<file path="src/verilog/rv_core_pkg.sv">
package rv_core_pkg;

    localparam int XLEN       = 32;
    localparam int REG_ADDR_W = 5;

    // Major opcodes, insn[6:0]
    localparam logic [6:0] OPC_OP     = 7'b0110011;  // Register-register ALU
    localparam logic [6:0] OPC_OP_IMM = 7'b0010011;  // Register-immediate ALU
    localparam logic [6:0] OPC_LOAD   = 7'b0000011;
    localparam logic [6:0] OPC_STORE  = 7'b0100011;

    // funct3 field, insn[14:12]
    localparam logic [2:0] F3_ADD_SUB = 3'b000;  // insn[30] picks sub on OP
    localparam logic [2:0] F3_SLL     = 3'b001;
    localparam logic [2:0] F3_SLT     = 3'b010;
    localparam logic [2:0] F3_SLTU    = 3'b011;
    localparam logic [2:0] F3_XOR     = 3'b100;
    localparam logic [2:0] F3_SRL_SRA = 3'b101;  // insn[30] picks arithmetic
    localparam logic [2:0] F3_OR      = 3'b110;
    localparam logic [2:0] F3_AND     = 3'b111;
    localparam logic [2:0] F3_WORD    = 3'b010;  // lw / sw access size

    typedef enum logic [3:0] {
        ALU_ADD,
        ALU_SUB,
        ALU_SLL,
        ALU_SLT,
        ALU_SLTU,
        ALU_XOR,
        ALU_SRL,
        ALU_SRA,
        ALU_OR,
        ALU_AND
    } alu_op_e;

endpackage

</file>
<file path="src/verilog/data_mem.sv">
module data_mem
    import rv_core_pkg::*;
#(
    parameter int DMEM_DEPTH = 64
) (
    input  logic            CLK,
    input  logic            RST,
    input  logic [XLEN-1:0] addr,
    input  logic            we,
    input  logic [XLEN-1:0] wdata,
    output logic [XLEN-1:0] rdata
);

    localparam int AW = $clog2(DMEM_DEPTH);

    logic [XLEN-1:0] mem [DMEM_DEPTH];
    logic [AW-1:0]   idx;

    assign idx = addr[AW+1:2];  // Word index, modulo depth

    // Cleared so a load from an unwritten word returns zero
    always_ff @(posedge CLK) begin
        if (RST) begin
            for (int i = 0; i < DMEM_DEPTH; i++) begin
                mem[i] <= '0;
            end
        end else if (we) begin
            mem[idx] <= wdata;
        end
    end

    assign rdata = mem[idx];

endmodule

</file>
<file path="config.mk">
export PLATFORM = sky130hd
export DESIGN_NAME = data_mem
export DESIGN_NICKNAME = d
export VERILOG_FILES = /design/src/verilog/rv_core_pkg.sv /design/src/verilog/data_mem.sv
export SDC_FILE = /design/constraint.sdc
export NUM_CORES = 2
export LEC_CHECK = 0
export ABC_AREA = 1
export BUFFER_PORTS_ARGS = -buffer_cell sky130_fd_sc_hd__buf_2
export CAP_MARGIN = 20
export CORE_MARGIN = 2
export CORE_UTILIZATION = 57
export DETAILED_ROUTE_END_ITERATION = 8
export HOLD_SLACK_MARGIN = 0.03
export PLACE_DENSITY = 0.76
export SLEW_MARGIN = 20
export SYNTH_ARGS = -nofsm -noshare
export SYNTH_HDL_FRONTEND = slang
export SYNTH_SLANG_ARGS = --single-unit
</file>
<file path="constraint.sdc">
create_clock -name CLK -period 3.2 [get_ports CLK]
set_input_delay 0.64 -clock CLK [delete_from_list [all_inputs] [get_ports CLK]]
set_output_delay 0.64 -clock CLK [all_outputs]
set_load 0.05 [all_outputs]
</file>
# == After elaboration in Yosys (flattened, before gate mapping) ==
# Memory sizes are Yosys's and may differ from the RTL's.
# Cells that the tools add are included.
# word_totals
register_bits,0
mem_bits_rw,2048
memories,1
word_cells,10
out_inout_bits,32
# memory_table
name,words,word_bits,rd,rd_ports_with_merged_regs,write_ports,line_no,source
mem,64,32,1,0,64,data_mem.sv:16,logic [XLEN-1:0] mem [DMEM_DEPTH];
# op_classes
reduce_logical,1
mux,8
# op_table
op,count
$mux W32,1
$reduce_or A32 Y1,1
$mux W1,6
$mux W6,1

# == Logic depth before layout (Yosys ltp) ==
# depth
depth_word,5
ltp_mapped,15

# == Worst setup path after synthesis ==
# Ideal clock, no wire load.
# synth_path
path_kind,input to register
from,input port addr[3]
to,memory mem[22][0] (enable)
required_ns,2.811
n_path_buf,5
path_stages,7
arrival_time_ns,2.630
setup_time_ns,0.389
setup_slack_ns,0.180
path_cell_list,buf_2 > buf_2 > clkbuf_1 > buf_2 > nand4_1 > clkbuf_1 > nand2_1
# synth_rtl
element,line_no,source
from (decl),data_mem.sv:8,"input logic [XLEN-1:0] addr,"
to (decl),data_mem.sv:16,

# == Final worst setup path ==
# layout_path
from,input port addr[2]
to,output port rdata[11]
# layout_between
elab_chain_len,1
# layout_rtl
element,line_no,source
$mem_v2 Z64 W32,-,
to (decl),data_mem.sv:11,output logic [XLEN-1:0] rdata
# Every way passes these cells.

==> qor.csv <==
metric,value,unit
overall die width,412.7,um
TritonRoute pass-1 iters,7,
fillers,12069,
launching element type of the critical path,input pin,
Starting Density,0.5757,
crit path time final,3.326,ns
top cells by instance count after synthesis,"5851 x nand2_1, 2126 x nor2_1, 2048 x edfxtp_1",
slowest CP cell,buf_16,
WP data arrival,2.69,ns
clock buffer depth,3,
outcome,"complete, but fails checks",
period utilization,1.039,
"Seq/Total Area, Yosys",0.6460,
violated checks,negative setup slack,
required time of the worst setup path,2.56,ns
I/O pin total,99,
initial antenna violation count,5,
HPWL after DPL,182.5,mm
synthesized flop and latch total,2048,
Layout Nets,11090,
Design Power,61.32,mW
MaxCap Viol Count,0,
met2 Use GR,0.5382,
Crit path top cell by count,nand2_1,
DP Worst Slack,-0.3572,ns
critical-path maximum fanout,8,
Biggest register,mem,
layout cell share with drive strength beyond 1,0.1095,
GR Overflow Total,0,
crit path from,addr[2],
Crit. End Element,output pin,
clock transition at the registers of the reported paths,0.06,ns
sinks on the clock net,2048,
Slew @ Worst Pin,1.122,ns
most common cell in the netlist,nand2_1,
CP Cell Sequence,"buf_16, buf_16, buf_16, buf_12, buf_16, buf_6, nand2_2, nand2_2, nand2_1, nand2_1, nand2_1, nand2_1, nand2_1, nand2_2, nor2_2, nand2_2, buf_12",
max FFs per register,2048,
routing usage on met1,0.4605,
PD cells,554.6,nW/um^2
CTS tree,done,
share of the synthesized area in the top cell type,0.6460,
fraction of registers with async set or reset after synthesis,0,
Area after DPL,102200,um^2
Final Hold Viols,0,
first-pass GRT wire length,450.0,mm
final setup fails,13,
number of synthesized flops with an enable pin,2048,
Top Registers,mem: 2048 flops,
DR vias,77471,
number of H-tree levels,4,
Worst Hold Launch,wdata[8],
Root Buffer Master,clkbuf_16,
Yosys Warn Count,0,
vias per std cell,5.791,
busiest layer in global routing,met2,
Total GRT Usage,0.3579,
drt wl/cell,23.05,um
synthesized instance count,10950,
synthesized area,95200,um^2
syn_nets,11017,
post-route cell area,110600,um^2
worst setup margin,-0.1264,ns
Avg Inst Size Synth,8.694,um^2
vias in the first global route,73002,
Net Sw Frac,0.2551,
area growth from synthesis to layout,16.14,%
HP Class,input pin to flip-flop,
ys flop type,edfxtp_1,
CP Class,input pin to output pin,
Yosys cell types,18,
Internal,45.68,mW
routability cong.,1.008,
Routed Antenna Nets,0,
cts hold-fix bufs,0,
port bufs,72,
fmax,0.3006,GHz
Psw,15.65,mW
largest net degree at the start of global routing,65,
LEAKAGE,49.23,nW
DRC Markers,0,
Clk pwr share,0.374,
initial DRC count,12484,
RSZ-0062 raised after global routing,true,
Slew headroom,0.2518,
met3 Usage GRT,0.09919,
Flop pwr share,0.509,
peak supply drop,0.5273,mV
die height,412.7,um
Synth area leader,edfxtp_1,
ranking of synthesized cells by area,"edfxtp_1 65%, nand2_1 23%, nor2_1 8.4%",
WL final,308.4,mm
Final Max Slew Viols,0,
max incr delay on CP,0.20,ns
core area,165400,um^2
die area,170300,um^2
Comb power frac,0.117,
Num CTS Buffers,203,
Cell Rows,149,
## power groups by stage
stage | clock (mW) | sequential (mW) | combinational, mW
after floorplan | 0 | 31.7 | 3.48
after global placement | 0 | 31.7 | 6.37
after global routing | 23.9 | 31.3 | 7.53
after detailed placement | 0 | 31.8 | 6.46
final | 23.0 | 31.2 | 7.15
after CTS | 22.9 | 31.2 | 6.77
## logic make-up after synthesis
kind of cell	synth area share
buf+inv	0.03585
flops	0.6460
simple gates	0.3174
compound gates	0.0007623
## stage by stage
step                setup TNS, ns  hold WS [ns]  utilization  instances
floorplan                       0        0.8860            -      10950
detailed placement         -10.94         1.176       0.6180      12965
global route               -1.019        0.3124       0.6686      13374
finish                    -0.5838        0.3095       0.6687      13377
global placement           -10.50         1.172       0.6180      12965
CTS                             0        0.2757       0.6635      13359
## cells in the final DEF, fill, tap and decap left out, drive strengths merged
cell type  count
nand2       5851
nor2        2126
edfxtp      2048
buf          671
clkbuf       265
clkinv       123
inv           32
nand3         12
nor3          12
bufinv        11
bufbuf         7
o21ai          7
or2            6
nor4           6
o211ai         5
diode          3
clkinvlp       2
nand4          1
## final timing paths
kind / end / slack, ns / cells past startpoint
setup / recovery: rdata[11] / -0.13 / 17
hold / removal: mem[37][8] / 0.31 / 3
## layer usage
| layer | share of wire | wire [um] |
|---|---|---|
| met3 | 0.15 | 46510 |
| met2 | 0.44 | 136200 |
| met1 | 0.34 | 103800 |
| met5 | 0.000075 | 23 |
| met4 | 0.071 | 21820 |
## critical path, delay by kind of cell
family	cells	cell delay, ns
and+or+nand+nor	10	0.90
buffers and inverters	7	1.11
## cell type report
type,instances,area [um^2],share of cell area
Antenna cell,3,7.507,0.00006789
Clock buffer,257,5346,0.04835
Clock inverter,110,890.9,0.008057
Inverter,55,277.8,0.002512
Multi-Input combinational cell,8026,31210,0.2823
Sequential cell,2048,61500,0.5562
Tap cell,2189,2739,0.02477
Timing Repair Buffer,686,8556,0.07738
Timing Repair inverter,3,43.79,0.0003961
## timing repair
item / 4_1_cts / 5_1_grt
pin swaps: 14 / 45
cloned: 22 / 8
buffers inserted: 5 / 8
gates resized for setup: 182 / 191
endpoints found under the setup margin: 32 / 32
Note: power is estimated with default switching activity, not from simulation.
