--- config.mk ---
export PLATFORM = sky130hd
export DESIGN_NAME = alu
export DESIGN_NICKNAME = d
export VERILOG_FILES = /design/src/verilog/rv_core_pkg.sv /design/src/verilog/alu.sv
export SDC_FILE = /design/constraint.sdc
export NUM_CORES = 1
export LEC_CHECK = 0
export BUFFER_PORTS_ARGS = -buffer_cell sky130_fd_sc_hd__buf_2
export CORE_MARGIN = 8
export CORE_UTILIZATION = 60
export DETAILED_ROUTE_END_ITERATION = 7
export MAX_ROUTING_LAYER = met4
export PLACE_DENSITY = 0.81
export SETUP_SLACK_MARGIN = 0.2
export SYNTH_ARGS = -nofsm -noshare
export SYNTH_HDL_FRONTEND = slang
export SYNTH_SLANG_ARGS = --single-unit
--- constraint.sdc ---
create_clock -name vclk -period 7.91
set_clock_uncertainty 0.15 [all_clocks]
set_input_delay 1.582 -clock vclk [all_inputs]
set_output_delay 1.582 -clock vclk [all_outputs]
set_load 0.01 [all_outputs]
--- src/verilog/rv_core_pkg.sv ---
package rv_core_pkg;

    localparam int XLEN       = 32;
    localparam int REG_ADDR_W = 5;

    // Major opcodes, insn[6:0]
    localparam logic [6:0] OPC_OP     = 7'b0110011;  // Register-register ALU
    localparam logic [6:0] OPC_OP_IMM = 7'b0010011;  // Register-immediate ALU
    localparam logic [6:0] OPC_LOAD   = 7'b0000011;
    localparam logic [6:0] OPC_STORE  = 7'b0100011;

    // funct3 field, insn[14:12]
    localparam logic [2:0] F3_ADD_SUB = 3'b000;  // insn[30] picks sub on OP
    localparam logic [2:0] F3_SLL     = 3'b001;
    localparam logic [2:0] F3_SLT     = 3'b010;
    localparam logic [2:0] F3_SLTU    = 3'b011;
    localparam logic [2:0] F3_XOR     = 3'b100;
    localparam logic [2:0] F3_SRL_SRA = 3'b101;  // insn[30] picks arithmetic
    localparam logic [2:0] F3_OR      = 3'b110;
    localparam logic [2:0] F3_AND     = 3'b111;
    localparam logic [2:0] F3_WORD    = 3'b010;  // lw / sw access size

    typedef enum logic [3:0] {
        ALU_ADD,
        ALU_SUB,
        ALU_SLL,
        ALU_SLT,
        ALU_SLTU,
        ALU_XOR,
        ALU_SRL,
        ALU_SRA,
        ALU_OR,
        ALU_AND
    } alu_op_e;

endpackage

--- src/verilog/alu.sv ---
module alu
    import rv_core_pkg::*;
(
    input  logic [XLEN-1:0] a,
    input  logic [XLEN-1:0] b,
    input  alu_op_e         op,
    output logic [XLEN-1:0] y
);

    logic [4:0] shamt;
    logic       lt_signed;
    logic       lt_unsigned;

    assign shamt       = b[4:0];  // RV32 shift range
    assign lt_signed   = $signed(a) < $signed(b);
    assign lt_unsigned = a < b;

    always_comb begin
        case (op)
            ALU_ADD:  y = a + b;
            ALU_SUB:  y = a - b;
            ALU_SLL:  y = a << shamt;
            ALU_SLT:  y = {{(XLEN-1){1'b0}}, lt_signed};
            ALU_SLTU: y = {{(XLEN-1){1'b0}}, lt_unsigned};
            ALU_XOR:  y = a ^ b;
            ALU_SRL:  y = a >> shamt;
            ALU_SRA:  y = $unsigned($signed(a) >>> shamt);  // Sign fill
            ALU_OR:   y = a | b;
            ALU_AND:  y = a & b;
            default:  y = '0;
        endcase
    end

endmodule

### Word level (Yosys, flattened, before mapping)

Cells that the tools add are included.

* bits in registers: 0
* input port bits: 68
* word-level logic and storage cells: 21

* $add $sub $neg: 2
* magnitude comparators: 2
* equal/unequal tests: 9
* shifts and indexed selects: 3
* multiplexer cells: 1
* bitwise logic cells: 3
* reduce and logical (&&, ||, !) cells: 1

Operators with widths (number)
* one-hot mux 32 bit (10 select lines): 1
* less-than comparator 32 bit: 2
* adder 32 bit: 1
* AND 32 bit: 1
* bitwise OR 32 bit: 1
* left shift 32 x 5 -> 32 bit: 1
* >> shifter 32 x 5 -> 32 bit: 1
* >>> shifter 32 x 5 -> 32 bit: 1
* subtractor 32 bit: 1
* XOR 32 bit: 1
* == test 4 x 3 -> 1 bit, second input constant: 4
* == test 4 x 2 -> 1 bit, second input constant: 2
* == test 4 bit, second input constant: 2
* == test 4 x 1 -> 1 bit, second input constant: 1
* logical NOT 4 bit: 1

### Depth between registers and ports, before layout

* depth in word-level cells: 2
* gate-level depth with buffers: 17
* mapped depth without buffers: 13

### Worst setup path before layout

Ideal clock, no wire load.

* kind: input port to output port
* from: in b[2]
* to: out y[31]
* arrival time: 5.183 ns
* required time: 6.178 ns
* setup slack: 0.995 ns
* stages: 17
* buffers on the path: 5
* cell sequence: inv_1 buf_2 buf_2 buf_1 buf_2 ha_1 buf_4 o211a_1 a211oi_1 o31a_1 a21o_1 a21oi_1 a221o_1 a41oi_1 o41ai_2 xnor2_1 o211ai_1

* word-level cells in the longest chain between the ends: 2
* elaborated cells on any way between the ends: 6
* classes of those cells: add/sub (2); shift (3); mux (1)

Ends and longest elaborated chain
* start: declaration: RTL line alu.sv:5 `input logic [XLEN-1:0] b,`
* subtractor 32 bit (tied with other cells): RTL line alu.sv:21 `ALU_SUB: y = a - b;`
* one-hot mux 32 bit (10 select lines) (*): RTL line alu.sv:19 `case (op)`
* end: declaration: RTL line alu.sv:7 `output logic [XLEN-1:0] y`

Every way passes the cells marked *; elsewhere a longest branch is shown, timed or not.

### Worst setup path in the final report

* from: in a[12]
* to: out y[31]

* word-level cells in the longest chain between the ends: 2
* elaborated cells on any way between the ends: 6
* classes of those cells: add/sub (2); shift (3); mux (1)

Ends and longest elaborated chain
* start: declaration: RTL line alu.sv:4 `input logic [XLEN-1:0] a,`
* subtractor 32 bit (tied with other cells): RTL line alu.sv:21
* one-hot mux 32 bit (10 select lines) (*): RTL line alu.sv:19

Marks and branches as above.

==> results.yml <==
run_status:
  status: "finished with violations"
  violations: "DRC"
timing:
  setup_viol_count_final: 0
  min_period_over_period_pct: 88.6
  rsz0062_at_grt: "false"
  hold_violations: 0
  relSlewSlack_pct: 19.1
  min_period_ns: 7.01
  worstMarginPinSlew_ns: 1.20
  fmax_mhz: 143
  fin_setup_tns_ns: 0
  drv_slew: 0
finish:
  layout-drive-gt1-share_pct: 12.2
  diodes: 0
  stdcell_count: 1484
  clkbuf_count: 0
  syn_to_final_growth_pct: 5.76
  register_area_um2: 0
  final_cell_mix: "nor2_1 (183), o21ai_0 (133), a21oi_1 (129)"
  seq_cells: 0
  final_area_um2: 8530
  layout_commonest_cell: "nor2_1"
  nets: 1479
global_route:
  overflow: 0
  track_usage_pct: 40.1
  grt_max_degree: 72
  grt_pass1_vias: 9681
  antenna_found_initial: 0
  grt_pass1_wl_mm: 55.1
  grtUsageMet2_pct: 57.6
  gr-usage-met1_pct: 53.7
  grt_use_met3_pct: 8.92
  grt.busiest_layer: "met2"
placed_design:
  gp_congestion: 1.10
  dp.cells: 1484
  post-dp-hpwl_mm: 28.8
  port_buffers: 100
  place_area_um2: 8530
min_path:
  min_path_type: "in2out"
critical_path:
  cp.required_ns: 6.18
  endpoint_kind: "primary output"
  cp_cell_sequence: "buf_2, inv_1, ha_1, inv_1, a21oi_1, nor3b_1, nor4b_1, nor4_1, o21ai_1, a21oi_1, o41ai_2, xnor2_1, o211ai_1, buf_2"
  cp-start-kind: "input pin"
  cp_max_fo: 8
  cp_slowest_stage_delay_ns: 0.66
  path_class: "in2out"
  cp_num_buf_inv: 4
  path_delay_family: "simple AND/OR/NAND/NOR gates"
  worst_ep_arrival_time_ns: 5.28
  crit_slowest_cell: "nor4b_1"
floorplan:
  die_y_um: 132
  fp.coreArea_um2: 13200
  fp-row-count: 42
  io_pins: 100
  die_area_um2: 17400
  start_util_pct: 61.1
  die-width_um: 132
power_and_ir_drop:
  clkPwrFrac_pct: 0
  switching_share_pct: 65.8
  p_per_area_nw_per_um2: 77.0
  p_comb_share_pct: 100.0
  seqPwrFrac_pct: 0
  worst_ir_drop_vdd_mv: 0.0530
  power_switching_w: 0.000432
  p_leak_nw: 3.94
  internal_power_w: 0.000225
drt:
  post_drt_wl_per_cell_um: 25.0
  ant_nets: 0
  dr_total_vias: 10800
  drt_iter0_drc: 1906
  drt_wl_total_mm: 37.0
  via_per_inst: 7.29
  drc: 2
  firstDrtPassIters: 8
synthesis:
  syn_avg_cell_area_um2: 6.27
  synth_nets: 1456
  netlist_area_um2: 8060
  synth_cell_types: 78
  yosysSeqAreaShare_pct: 0
  synth_warnings: 0
  syn_inst: 1287
clock_tree:
  post-cts-setup-buffers: 0
  ctsHoldBuffers: 0
  cts.repair.resized: 0
job:
  maxCapViolCount: 0
## stage by stage
step	hold slack, ns	util, %	total power, W	setup slack [ns]
6_report	3.60	64.7	0.000657	0.899
5_1_grt	3.64	64.7	0.000692	0.685
4_1_cts	3.58	64.7	0.000624	1.04
3_5_place_dp	3.58	64.7	0.000620	1.07
3_3_place_gp	3.58	64.7	0.000616	1.19
2_1_floorplan	3.32	-	0.000428	0.995
## layer usage
| layer | routed length (um) | vias to the layer above |
|---|---|---|
| li1 | - | 4744 |
| met1 | 14500 | 4956 |
| met2 | 15000 | 936 |
| met3 | 5740 | 180 |
| met4 | 1850 | 0 |
| met5 | 0 | - |
## cells in the mapped netlist, drive strengths merged, types with 5 or more instances
cell     instances  area, um2
o21ai          136        681
mux4             5        113
nor4            10       62.6
a311oi           5       56.3
xnor2           16        140
a211oi          22        165
buf             41        201
and2             5       31.3
a21oi          129        646
clkbuf          59        221
a21o            24        180
o311ai           5       43.8
a221oi          19        166
nor3            30        171
o211ai          27        203
o22ai           10       62.6
ha              99       1240
nor3b            6       45.0
a31oi           22        138
o41ai            5       85.1
nor2b           12       75.1
mux2            11        124
inv             89        334
nand3           25        125
a221o            8       80.1
a211o           13        114
nand2          105        397
mux2i           54        541
o31ai            5       37.5
o21bai          10       78.8
o2111ai          6       52.6
nand2b          14       87.6
o221ai          14        129
nor2           185        697
## area by class of cell
type               instances  area (um2)
multi-input cells       1097        7310
fillers                 1297        4660
repair buffers           121         658
inverters                 90         338
well taps                176         220
## power groups by stage
stage / clock network, W / registers [W] / logic [W]
after detailed placement: 0 / 0 / 0.000620
after global placement: 0 / 0 / 0.000616
after floorplan: 0 / 0 / 0.000428
after CTS: 0 / 0 / 0.000624
after global routing: 0 / 0 / 0.000692
final: 0 / 0 / 0.000657
## worst min-delay path, delay by kind of cell
kind,cells,cell delay (ns)
AO/OA/AOI/OAI,1,0.11
AND/OR/NAND/NOR,1,0.07
buffers and inverters,2,0.22
adder cells (fa/ha/maj),1,0.18
## final timing paths
path / from / end / slack (ns) / cells after the start
setup / recovery: a[12] / y[31] / 0.90 / 14
hold / removal: b[30] / y[30] / 3.60 / 5
## kinds of logic (layout without fill, tap and decap cells)
| kind of cell | after synthesis | count (layout) | share of synthesized area [%] |
|---|---|---|---|
| simple gates | 415 | 415 | 23.0 |
| buf+inv | 190 | 211 | 9.43 |
| mux | 70 | 70 | 9.64 |
| compound gates | 492 | 492 | 40.0 |
| xor+xnor | 19 | 19 | 2.06 |
| fa+ha+maj | 101 | 101 | 15.9 |
No activity file was read; power rests on OpenSTA's default activity.
