**src/verilog/rv_core_pkg.sv**
```systemverilog
package rv_core_pkg;

    localparam int XLEN       = 32;
    localparam int REG_ADDR_W = 5;

    // Major opcodes, insn[6:0]
    localparam logic [6:0] OPC_OP     = 7'b0110011;  // Register-register ALU
    localparam logic [6:0] OPC_OP_IMM = 7'b0010011;  // Register-immediate ALU
    localparam logic [6:0] OPC_LOAD   = 7'b0000011;
    localparam logic [6:0] OPC_STORE  = 7'b0100011;

    // funct3 field, insn[14:12]
    localparam logic [2:0] F3_ADD_SUB = 3'b000;  // insn[30] picks sub on OP
    localparam logic [2:0] F3_SLL     = 3'b001;
    localparam logic [2:0] F3_SLT     = 3'b010;
    localparam logic [2:0] F3_SLTU    = 3'b011;
    localparam logic [2:0] F3_XOR     = 3'b100;
    localparam logic [2:0] F3_SRL_SRA = 3'b101;  // insn[30] picks arithmetic
    localparam logic [2:0] F3_OR      = 3'b110;
    localparam logic [2:0] F3_AND     = 3'b111;
    localparam logic [2:0] F3_WORD    = 3'b010;  // lw / sw access size

    typedef enum logic [3:0] {
        ALU_ADD,
        ALU_SUB,
        ALU_SLL,
        ALU_SLT,
        ALU_SLTU,
        ALU_XOR,
        ALU_SRL,
        ALU_SRA,
        ALU_OR,
        ALU_AND
    } alu_op_e;

endpackage

```
**src/verilog/instr_decoder.sv**
```systemverilog
module instr_decoder
    import rv_core_pkg::*;
(
    input  logic [XLEN-1:0]       insn,
    output logic [REG_ADDR_W-1:0] rs1,
    output logic [REG_ADDR_W-1:0] rs2,
    output logic [REG_ADDR_W-1:0] rd,
    output logic [XLEN-1:0]       imm,
    output alu_op_e               alu_op,
    output logic                  use_imm,
    output logic                  reg_we,
    output logic                  mem_re,
    output logic                  mem_we
);

    logic [6:0]      opcode;
    logic [2:0]      funct3;
    logic [XLEN-1:0] imm_i;
    logic [XLEN-1:0] imm_s;

    // ALU operation from funct3; alt is insn[30], which only
    // selects sub on register ops but selects sra on both forms
    function automatic alu_op_e map_alu_op(input logic [2:0] f3,
                                           input logic       alt,
                                           input logic       is_reg);
        alu_op_e op;
        case (f3)
            F3_ADD_SUB: op = (alt && is_reg) ? ALU_SUB : ALU_ADD;
            F3_SLL:     op = ALU_SLL;
            F3_SLT:     op = ALU_SLT;
            F3_SLTU:    op = ALU_SLTU;
            F3_XOR:     op = ALU_XOR;
            F3_SRL_SRA: op = alt ? ALU_SRA : ALU_SRL;
            F3_OR:      op = ALU_OR;
            F3_AND:     op = ALU_AND;
            default:    op = ALU_ADD;
        endcase
        return op;
    endfunction

    assign opcode = insn[6:0];
    assign funct3 = insn[14:12];
    assign rd     = insn[11:7];
    assign rs1    = insn[19:15];
    assign rs2    = insn[24:20];

    assign imm_i = {{(XLEN-12){insn[31]}}, insn[31:20]};
    assign imm_s = {{(XLEN-12){insn[31]}}, insn[31:25], insn[11:7]};
    assign imm   = (opcode == OPC_STORE) ? imm_s : imm_i;

    always_comb begin
        alu_op  = ALU_ADD;  // Address add for lw / sw
        use_imm = 1'b0;
        reg_we  = 1'b0;
        mem_re  = 1'b0;
        mem_we  = 1'b0;
        case (opcode)
            OPC_OP: begin
                alu_op = map_alu_op(funct3, insn[30], 1'b1);
                reg_we = 1'b1;
            end
            OPC_OP_IMM: begin
                alu_op  = map_alu_op(funct3, insn[30], 1'b0);
                use_imm = 1'b1;
                reg_we  = 1'b1;
            end
            OPC_LOAD: begin
                use_imm = 1'b1;
                if (funct3 == F3_WORD) begin  // Byte/half loads unsupported
                    reg_we = 1'b1;
                    mem_re = 1'b1;
                end
            end
            OPC_STORE: begin
                use_imm = 1'b1;
                mem_we  = (funct3 == F3_WORD);
            end
            default: ;  // Retires with no side effect
        endcase
        if (rd == '0) begin
            reg_we = 1'b0;
        end
    end

endmodule

```
**config.mk**
```make
export PLATFORM = sky130hd
export DESIGN_NAME = instr_decoder
export DESIGN_NICKNAME = d
export VERILOG_FILES = /design/src/verilog/rv_core_pkg.sv /design/src/verilog/instr_decoder.sv
export SDC_FILE = /design/constraint.sdc
export NUM_CORES = 1
export LEC_CHECK = 0
export BUFFER_PORTS_ARGS = -buffer_cell sky130_fd_sc_hd__buf_2
export CORE_MARGIN = 4
export CORE_UTILIZATION = 32
export DETAILED_ROUTE_END_ITERATION = 8
export PLACE_DENSITY = 0.95
export REMOVE_ABC_BUFFERS = 1
export SLEW_MARGIN = 15
export SYNTH_ARGS = -nofsm -noshare
export SYNTH_HDL_FRONTEND = slang
export SYNTH_SLANG_ARGS = --single-unit
export TNS_END_PERCENT = 30
```
**constraint.sdc**
```tcl
create_clock -name vclk -period 3
set_clock_uncertainty 0.05 [all_clocks]
set_input_delay 0.6 -clock vclk [all_inputs]
set_output_delay 0.6 -clock vclk [all_outputs]
set_load 0.1 [all_outputs]
```
# --- Word level (Yosys, flattened, before mapping) ---
# Index checks and enable logic that the tools add are counted.
word_totals:
  ram_bits: 0
  wordCells: 27
  memories: 0
  out_inout_bits: 55
  rom_bits: 0
  in_bits: 32
  latch_bits: 0
  ff_bits: 0
classes:
  eq_ne: 11
  order_cmp: 0
  n_shift: 0
  n_mul: 0
  bitwise: 0
  div_mod_pow: 0
  mux: 12
  reduce_logical: 4
  addsub: 0
op_table:
  columns: ["cell", "count"]
  rows:
  - ["one-hot mux 4 bit (8 select lines)", 2]
  - ["equality test 7 x 6 -> 1 bit, second input constant", 2]
  - ["equality test 3 bit, second input constant", 4]
  - ["one-hot mux 4 bit (2 select lines)", 1]
  - ["equality test 7 x 2 -> 1 bit, second input constant", 1]
  - ["equality test 7 x 5 -> 1 bit, second input constant", 1]
  - ["2-to-1 mux 1 bit", 7]
  - ["equality test 3 x 2 -> 1 bit, second input constant", 2]
  - ["zero test 5 bit", 1]
  - ["2-to-1 mux 5 bit", 1]
  - ["equality test 3 x 1 -> 1 bit, second input constant", 1]
  - ["zero test 3 bit", 1]
  - ["OR reduction 3 bit", 1]
  - ["one-hot mux 1 bit (2 select lines)", 1]
  - ["OR reduction 2 bit", 1]

# --- Depth between registers and ports, before layout ---
depth:
  ltp_word: 4
  ltp_mapped: 3
  ltp_nobuf: 3

# --- Least setup slack after synthesis ---
# OpenSTA, ideal clock, no wires.
synth_path:
  path_kind: "input to output"
  from: "input insn[3]"
  to: "output alu_op[0]"
  setup_slack_ps: -3258
  required_time_ps: 2350
  arrival_ps: 5608
  cell_stages: 3
  path_buffers: 0
  path_cell_list: "and3b_1 > nand3_1 > a2111oi_0"
synth_via:
  elab_chain_cells: 2
  elab_cells_between_ends: 3
  cone_classes: "eq/ne: 2; mux: 1"
synth_rtl:
  columns: ["element", "line", "text"]
  rows:
  - ["start: declaration", "instr_decoder.sv:4", "input logic [XLEN-1:0] insn,"]
  - ["equality test 7 x 5 -> 1 bit / equality test 7 x 6 -> 1 bit (equally long branches)", "instr_decoder.sv:57", "case (opcode)"]
  - ["one-hot mux 4 bit (2 select lines) *", "instr_decoder.sv:57", null]
  - ["end: declaration", "instr_decoder.sv:9", "output alu_op_e alu_op,"]
# Every way passes the cells marked *; elsewhere a longest branch is shown, timed or not.

# --- Final worst setup path ---
# Same ends and word-level chain as after synthesis.

==> out/results.ini <==
[synth]
syn_area_um2 = 533
synth_cell_types = 19
synth_commonest_cells = buf_4 (42), mux2_2 (5), nor2_1 (4)
syn_inst = 71
synth_top_cell_by_area = buf_4
yosysSeqAreaShare = 0
synth.most_common_cell = buf_4
synth_area_leaders = buf_4 (59%), mux2_2 (11%), a21oi_1 (2.8%), nor2_1 (2.8%), nor4b_2 (2.8%)
yosysTopAreaCellShare = 0.592
synth.avg_cell_area_um2 = 7.51
yosys_warnings = 0

[timing]
whs_ps = 1150
final-setup-viol-count = 0
clock.fmax_ghz = 0.391
relSlewSlack = 0.673
worst_pin_slew_ps = 494
rsz0062_at_grt = false
period_share = 0.852
fin_crit_ps = 2560
drv_slew = 0
hold_viol_final = 0
finalWorstSetupSlack_ps = 445

[clock_network]
cts_resized = 0
cts_hold_buf = 0
post-cts-setup-buffers = 0

[global_routing]
grt_usage = 0.0989
grt_pass1_wl_mm = 1.99
first_global_vias = 454
antenna_found_initial = 0
grt_max_degree = 22
overflow = 0

[setup_path]
worstSetupEndpointType = output port
crit_required_ps = 2350
worstPathArrival_ps = 1910
start_kind = primary input
cp_max_fo = 4
path_class = in -> out

[placement]
post-dp-hpwl_mm = 1.16
io_buffers = 45
place_area_um2 = 463
gp_congestion = 0.801
preCtsSetupSlack_ps = 440

[power_and_ir_drop]
p_int_uw = 25.3
comb_power_share = 1.000
power.density_nw_per_um2 = 290
pwr-share-seq = 0
ir_drop_mv = 0.122
switching_share = 0.812
p_clk_frac = 0
p_sw_uw = 109
power.leakage_nw = 0.255

[layout]
antenna_cells = 0
nNetsFinal = 108
drive_gt1_frac = 0.716
seqCellArea_um2 = 0
design.seq.count = 0
syn_to_final_growth_pct = -13.1
nClkBuffers = 0
fin_area_um2 = 463

[floorplan]
core_um2 = 1540
ios = 87
initial_core_util = 0.346
fp-row-count = 14
die_y_um = 48.8
die_area_um2 = 2380
die_w_um = 48.8

[drt]
postRouteAntennaNets = 0
vias = 451
wire_per_inst_um = 14.5
detail_route.iter0.violations = 3
routed_via_density = 5.01
route.detailed.drc = 0
dr.pass1.iters = 2
wl_mm = 1.31

[min_path]
hold_class = in -> out

[job]
cap_viol_max_count = 0

[run_status]
status = completed

-- cells by family after synthesis --
kind of cell / count (synthesis) / synth area share
and+or+nand+nor: 17 / 0.216
buffers and inverters: 42 / 0.592
AOI/OAI and AO/OA: 7 / 0.0868
muxes: 5 / 0.106
-- power by group through the flow --
stage | clock, mW | sequential (mW) | combinational [mW]
final | 0 | 0 | 0.134
after global routing | 0 | 0 | 0.140
after CTS | 0 | 0 | 0.135
after detailed placement | 0 | 0 | 0.135
after global placement | 0 | 0 | 0.133
after floorplan | 0 | 0 | 0.0445
-- cells in the final DEF, fill, tap and decap left out, drive strengths merged, types with 2 or more instances in the layout --
cell,instances
nor2,4
a21oi,3
nand2b,2
mux2,5
nand2,2
buf,45
-- metrics by stage --
step	instances	util	power, mW	setup TNS, ps
finish	90	0.300	0.134	0
CTS	90	0.300	0.135	0
floorplan	29	-	0.0445	-5390
detailed placement	90	0.300	0.135	0
global route	90	0.300	0.140	0
global placement	90	0.300	0.133	0
-- worst paths after layout --
kind / startpoint / endpoint / slack [ps] / depth (start not counted)
setup / recovery: insn[3] / alu_op[0] / 440 / 5
hold / removal: insn[15] / rs1[0] / 1150 / 0
-- worst max-delay path: stages --
cell and delay (ps):
buf_2 90, and3b_1 230, nand3_1 170, a2111oi_0 310, buf_2 500
-- metal layers --
layer | up-vias | global-route usage | part of all wire
li1 | 208 | - | -
met5 | - | 0 | 0
met1 | 177 | 0.103 | 0.31
met3 | 0 | 0.0765 | 0.24
met2 | 66 | 0.167 | 0.44
met4 | 0 | 0 | 0
-- cell type report --
type               instances  area [um2]
repair buffers            45         225
multi-input cells         29         218
fillers                  167        1080
well taps                 16        20.0
(Power assumes the default switching activity.)
