--- src/verilog/rv_core_pkg.sv ---
package rv_core_pkg;

    localparam int XLEN       = 32;
    localparam int REG_ADDR_W = 5;

    // Major opcodes, insn[6:0]
    localparam logic [6:0] OPC_OP     = 7'b0110011;  // Register-register ALU
    localparam logic [6:0] OPC_OP_IMM = 7'b0010011;  // Register-immediate ALU
    localparam logic [6:0] OPC_LOAD   = 7'b0000011;
    localparam logic [6:0] OPC_STORE  = 7'b0100011;

    // funct3 field, insn[14:12]
    localparam logic [2:0] F3_ADD_SUB = 3'b000;  // insn[30] picks sub on OP
    localparam logic [2:0] F3_SLL     = 3'b001;
    localparam logic [2:0] F3_SLT     = 3'b010;
    localparam logic [2:0] F3_SLTU    = 3'b011;
    localparam logic [2:0] F3_XOR     = 3'b100;
    localparam logic [2:0] F3_SRL_SRA = 3'b101;  // insn[30] picks arithmetic
    localparam logic [2:0] F3_OR      = 3'b110;
    localparam logic [2:0] F3_AND     = 3'b111;
    localparam logic [2:0] F3_WORD    = 3'b010;  // lw / sw access size

    typedef enum logic [3:0] {
        ALU_ADD,
        ALU_SUB,
        ALU_SLL,
        ALU_SLT,
        ALU_SLTU,
        ALU_XOR,
        ALU_SRL,
        ALU_SRA,
        ALU_OR,
        ALU_AND
    } alu_op_e;

endpackage

--- src/verilog/reg_file.sv ---
module reg_file
    import rv_core_pkg::*;
(
    input  logic                  CLK,
    input  logic                  RST,
    input  logic [REG_ADDR_W-1:0] rs1,
    input  logic [REG_ADDR_W-1:0] rs2,
    input  logic [REG_ADDR_W-1:0] rd,
    input  logic                  we,
    input  logic [XLEN-1:0]       wdata,
    output logic [XLEN-1:0]       rdata1,
    output logic [XLEN-1:0]       rdata2
);

    localparam int NREGS = 1 << REG_ADDR_W;

    logic [XLEN-1:0] regs [NREGS];

    always_ff @(posedge CLK) begin
        if (RST) begin
            for (int i = 0; i < NREGS; i++) begin
                regs[i] <= '0;
            end
        end else if (we && (rd != '0)) begin
            regs[rd] <= wdata;  // x0 never written
        end
    end

    // Reads see the value before this cycle's write lands
    assign rdata1 = (rs1 == '0) ? '0 : regs[rs1];
    assign rdata2 = (rs2 == '0) ? '0 : regs[rs2];

endmodule

--- config.mk ---
export PLATFORM = sky130hd
export DESIGN_NAME = reg_file
export DESIGN_NICKNAME = d
export VERILOG_FILES = /design/src/verilog/rv_core_pkg.sv /design/src/verilog/reg_file.sv
export SDC_FILE = /design/constraint.sdc
export NUM_CORES = 2
export LEC_CHECK = 0
export BUFFER_PORTS_ARGS = -buffer_cell sky130_fd_sc_hd__buf_2
export CAP_MARGIN = 20
export CORE_UTILIZATION = 30
export CTS_BUF_LIST = sky130_fd_sc_hd__clkbuf_8 sky130_fd_sc_hd__clkbuf_16
export CTS_CLUSTER_DIAMETER = 40
export DETAILED_ROUTE_END_ITERATION = 10
export PLACE_DENSITY = 0.54
export SKIP_CTS_REPAIR_TIMING = 1
export SLEW_MARGIN = 20
export SYNTH_ARGS = -nofsm -noshare
export SYNTH_HDL_FRONTEND = slang
export SYNTH_SLANG_ARGS = --single-unit
--- constraint.sdc ---
create_clock -name CLK -period 2.55 [get_ports CLK]
set_clock_uncertainty 0.05 [all_clocks]
set_input_delay 0.1275 -clock CLK [delete_from_list [all_inputs] [get_ports CLK]]
set_output_delay 0.1275 -clock CLK [all_outputs]
set_load 0.005 [all_outputs]
## Word-level counts from Yosys, hierarchy flattened

Memories as Yosys holds them, arrays and structs flattened.
Index checks and enable logic that the tools add are counted.
Widths: inputs -> output; s select.

- Bits in registers: 0
- Bits in writable memories: 1024
- Input bits: 50
- Output and inout bits: 64
- Logic and storage cells: 16
- Memories: 1

Memory list:

| memory | depth | width | rd ports | clocked after memory_dff | wr ports | line | RTL |
|---|---|---|---|---|---|---|---|
| regs | 32 | 32 | 2 | 0 | 32 | reg_file.sv:17 | `logic [XLEN-1:0] regs [NREGS];` |

- Muxes and demuxes: 10
- Reductions and logical operators: 5

Operator list:

| cell | number |
|---|---|
| $mux 32 | 3 |
| $reduce_or 32->1 | 1 |
| $logic_not 5->1 | 2 |
| $mux 1 | 6 |
| $mux 5 | 1 |
| $reduce_bool 5->1 | 1 |
| $logic_and 1x1->1 | 1 |

## Logic depth before layout (Yosys ltp)

- Depth in word-level cells: 7
- Depth in mapped cells: 9
- Mapped depth without buffers: 4

## Least setup slack after synthesis

Ideal clock, no wire load.

- Path type: input port to flip-flop
- Start point: in rd[1]
- End point: mem regs[12][0], enable pin
- Setup time: 375 ps
- Data arrival time: 1674 ps
- Data required time: 2125 ps
- Setup slack: 452 ps
- Stages: 4
- Buffers on the path: 1
- Cell sequence: or4b_2 clkbuf_1 nor2_1 or2_2

RTL lines:

| what | line | RTL |
|---|---|---|
| from (decl) | reg_file.sv:8 | `input logic [REG_ADDR_W-1:0] rd,` |
| to (decl) | reg_file.sv:17 |  |

==> impl_metrics.csv <==
group,metric,value,unit
run_status,status,"finished, violations left",
run_status,violations,"negative setup slack",
global_routing,antenna_found_initial,15,
timing,drv_slew,0,
job,maxCapViolations,0,
layout,synthToLayoutAreaGrowth,23.5,%
logic_synthesis,yosysUniqueCellTypes,42,
detailed_routing,first_pass_iters,5,
timing,worstMarginPinSlew,1.21,ns
power,share_seq_of_total_power,42.1,%
logic_synthesis,synth-main-ff-cell,"edfxtp_1",
power,cellPowerDensity,708,nW/um^2
logic_synthesis,synth-edff-count,1024,
logic_synthesis,netlist_area,54300,sq um
detailed_routing,vias_per_cell,5.45,
power,power.switching,12.1,mW
layout,design_area,67000,sq um
timing,period_share,116,%
clock_network,htreeDepth,4,
worst_setup_path,critPathLaunchType,"register",
power,pwr-share-clk,45.8,%
layout,largest_register_ffs,1024,
clock_network,tritoncts,"yes",
global_routing,grt_pass1_wl,267000,um
detailed_routing,drc_errors,0,
place,post_dp_cell_area,59800,sq um
logic_synthesis,synth_seq_area_share,56.7,%
global_routing,grt_max_degree,64,
floorplanning,die-height,427,um
floorplanning,die_area,183000,sq um
global_routing,grt-ovfl-total,0,
timing,max_slew_margin,18.8,%
worst_setup_path,cp-end-kind,"output pin",
place,dp_hpwl,122000,um
worst_setup_path,cp_data_arrival_time,2.77,ns
clock_network,clock_sinks,1024,
floorplanning,core-area,179000,sq um
layout,reg_top3,"regs: 1024 flops",
timing,hold_violations,0,
floorplanning,initial_core_util,30.3,%
logic_synthesis,synth_top_area_share,56.7,%
floorplanning,rows,155,
logic_synthesis,synth_area_leaders,"edfxtp_1 57%, mux4_2 20%, and2_1 11%, mux2i_1 2.8%, clkbuf_1 1.9%",
detailed_routing,vias,34100,
layout,nets,3817,
global_routing,first_global_vias,34400,
logic_synthesis,postSynthCellCount,3502,
clock_network,clk_pin_slew,0.06,ns
layout,top_register,"regs",
clock_network,numCtsBuffers,155,
min_path,hp-class,"in -> reg",
power,pwr-share-comb,12.1,%
power,total_power,47.5,mW
clock_network,clock_path_buffers,3,
place,portBuffers,113,
worst_setup_path,critPathKind,"reg -> out",
worst_setup_path,crit_required,2.37,ns
layout,fillers,16500,
floorplanning,die_w,427,um
min_path,worst_hold_startpoint,"wdata[25]",
timing,rsz0062_at_grt,"true",
floorplanning,num_io_pins,114,
timing,worst_slack,-0.402,ns
clock_network,clockRootBuffer,"clkbuf_16",
timing,min_period,2.95,ns
global_routing,track_usage,20.9,%
detailed_routing,drtIter0Drc,3740,
power,swShare,25.4,%
worst_setup_path,crit_fanout,2,
logic_synthesis,yosys.area.top_type,"edfxtp_1",
timing,fmax,339,MHz
detailed_routing,routed_wl,192000,um
timing,setup_viol,64,
logic_synthesis,avgSynthCellArea,15.5,sq um
power,leakage,23.2,nW
logic_synthesis,ys_warn_count,0,
detailed_routing,routed_wire_length_per_instance,30.7,um
logic_synthesis,ys_ff_latch,1024,
min_path,hold_depth,2,
min_path,min_to,"regs[6][25]",
logic_synthesis,synthArstFlopShare,0,%
layout,drive_gt1_share,36.2,%
power,intPower,35.4,mW
place,gp_congestion,0.852,
detailed_routing,ant_nets,0,
power,irDropWorstVdd,0.490,mV
[worst max-delay path, stage by stage (launching register included)]
cell and delay [ns]:
edfxtp_1 0.39, mux4_2 0.51, mux4_2 0.60, o22ai_4 0.22, nor3_1 0.12, buf_2 0.14
[synthesized netlist by cell type, types with 2 or more instances]
master     count
buf_4         38
mux2_2        30
a22oi_1       16
nand4bb_1      2
o21ai_0        4
buf_1         11
a32o_1         4
edfxtp_1    1024
buf_6         21
o22ai_1      103
clkbuf_1     271
mux4_2       472
inv_1          2
a2111oi_0     14
or3b_2         4
buf_2         46
nor4b_1        2
or2_2         33
nor3_1        54
nand3_1        5
or3_1          2
nor2b_1       14
nor2_1        36
a221oi_1       4
and2_1       995
nand2b_1       5
nand2_1        7
and3_1         3
a22o_1        51
a21oi_1       12
nor4_1         6
a221o_1        2
nand3b_1       5
mux2i_1      150
a211oi_1       7
a2111oi_1     41
[cells by family (layout without fill, tap and decap cells)]
group / Yosys count / count (layout) / share of synthesized area [%]
flip-flops: 1024 / 1024 / 56.7
multiplexers: 652 / 652 / 23.0
AND/OR/NAND/NOR: 1177 / 1177 / 13.3
AO/OA/AOI/OAI: 259 / 259 / 3.65
buffers and inverters: 389 / 752 / 3.35
other: 1 / 37 / 0.00691
[power by group through the flow]
stage	Combinational (mW)	Sequential [mW]	Clock, mW
after floorplan	2.99	20.1	0
after global placement	5.26	20.3	0
after detailed placement	5.27	20.3	0
after CTS	5.28	19.9	22.1
after global routing	5.99	20.1	22.7
final	5.75	20.0	21.8
[metal layers]
metal | vias up | GRT usage (%) | wire (um)
met3 | 341 | 3.32 | 13500
met2 | 1641 | 33.7 | 92800
met5 | - | 0 | 0
li1 | 14200 | - | -
met4 | 0 | 9.07 | 8010
met1 | 17900 | 27.6 | 77900
[final cells by class]
| type | instances | area [sq um] | area share [%] |
|---|---|---|---|
| Sequential cell | 1024 | 30700 | 45.9 |
| Multi-Input combinational cell | 2120 | 23700 | 35.3 |
| Timing Repair Buffer | 464 | 4340 | 6.48 |
| Clock buffer | 159 | 3980 | 5.94 |
| Tap cell | 2355 | 2950 | 4.40 |
| Clock inverter | 127 | 1310 | 1.96 |
| Antenna cell | 5 | 12.5 | 0.0187 |
| Inverter | 2 | 7.51 | 0.0112 |
[per-stage QoR]
stage	worst slack, ns	hold slack (ns)	utilization, %	TNS (ns)	std cells
after CTS	-0.947	-0.158	36.4	-28.15	6221
after global placement	-0.507	0.694	33.4	-1.97	5935
after detailed placement	-0.413	0.690	33.4	-1.36	5935
after global routing	-0.444	0.0119	37.4	-19.00	6255
after floorplan	0.452	0.276	-	0	3533
final	-0.402	0.00407	37.4	-14.20	6256
[worst max-delay path by stage]
stage / cells after the start / slack (ns) / end / from
final: 5 / -0.40 / rdata1[14] / regs[29][14]
after CTS: 6 / -0.95 / rdata2[2] / regs[15][2]
after global routing: 6 / -0.44 / rdata1[12] / regs[31][12]
after detailed placement: 8 / -0.41 / rdata2[2] / rs2[0]
after global placement: 10 / -0.51 / rdata2[30] / rs2[2]
after floorplan: 4 / 0.45 / regs[12][0] / rd[1]
[placed cells by master (no fill, tap or decap), types with 12 or more instances in the layout]
master / Yosys / layout
clkinv_1: 0 / 18
and2_1: 995 / 994
conb_1: 1 / 32
mux2_2: 30 / 29
inv_6: 0 / 21
a2111oi_2: 0 / 12
inv_1: 2 / 14
buf_2: 46 / 106
clkinvlp_4: 0 / 15
buf_12: 0 / 80
clkinv_2: 0 / 14
nor2_4: 0 / 32
o22ai_1: 103 / 89
edfxtp_1: 1024 / 1024
mux4_2: 472 / 472
or2_2: 33 / 33
dlygate4sd3_1: 0 / 31
clkbuf_16: 0 / 159
buf_4: 38 / 238
nor3_4: 0 / 23
mux2i_1: 150 / 150
a22oi_1: 16 / 16
a22o_4: 0 / 20
clkinv_4: 0 / 19
bufinv_16: 0 / 18
a22o_1: 51 / 31
a2111oi_4: 0 / 43
nor3_1: 54 / 23
(Power assumes the default switching activity.)
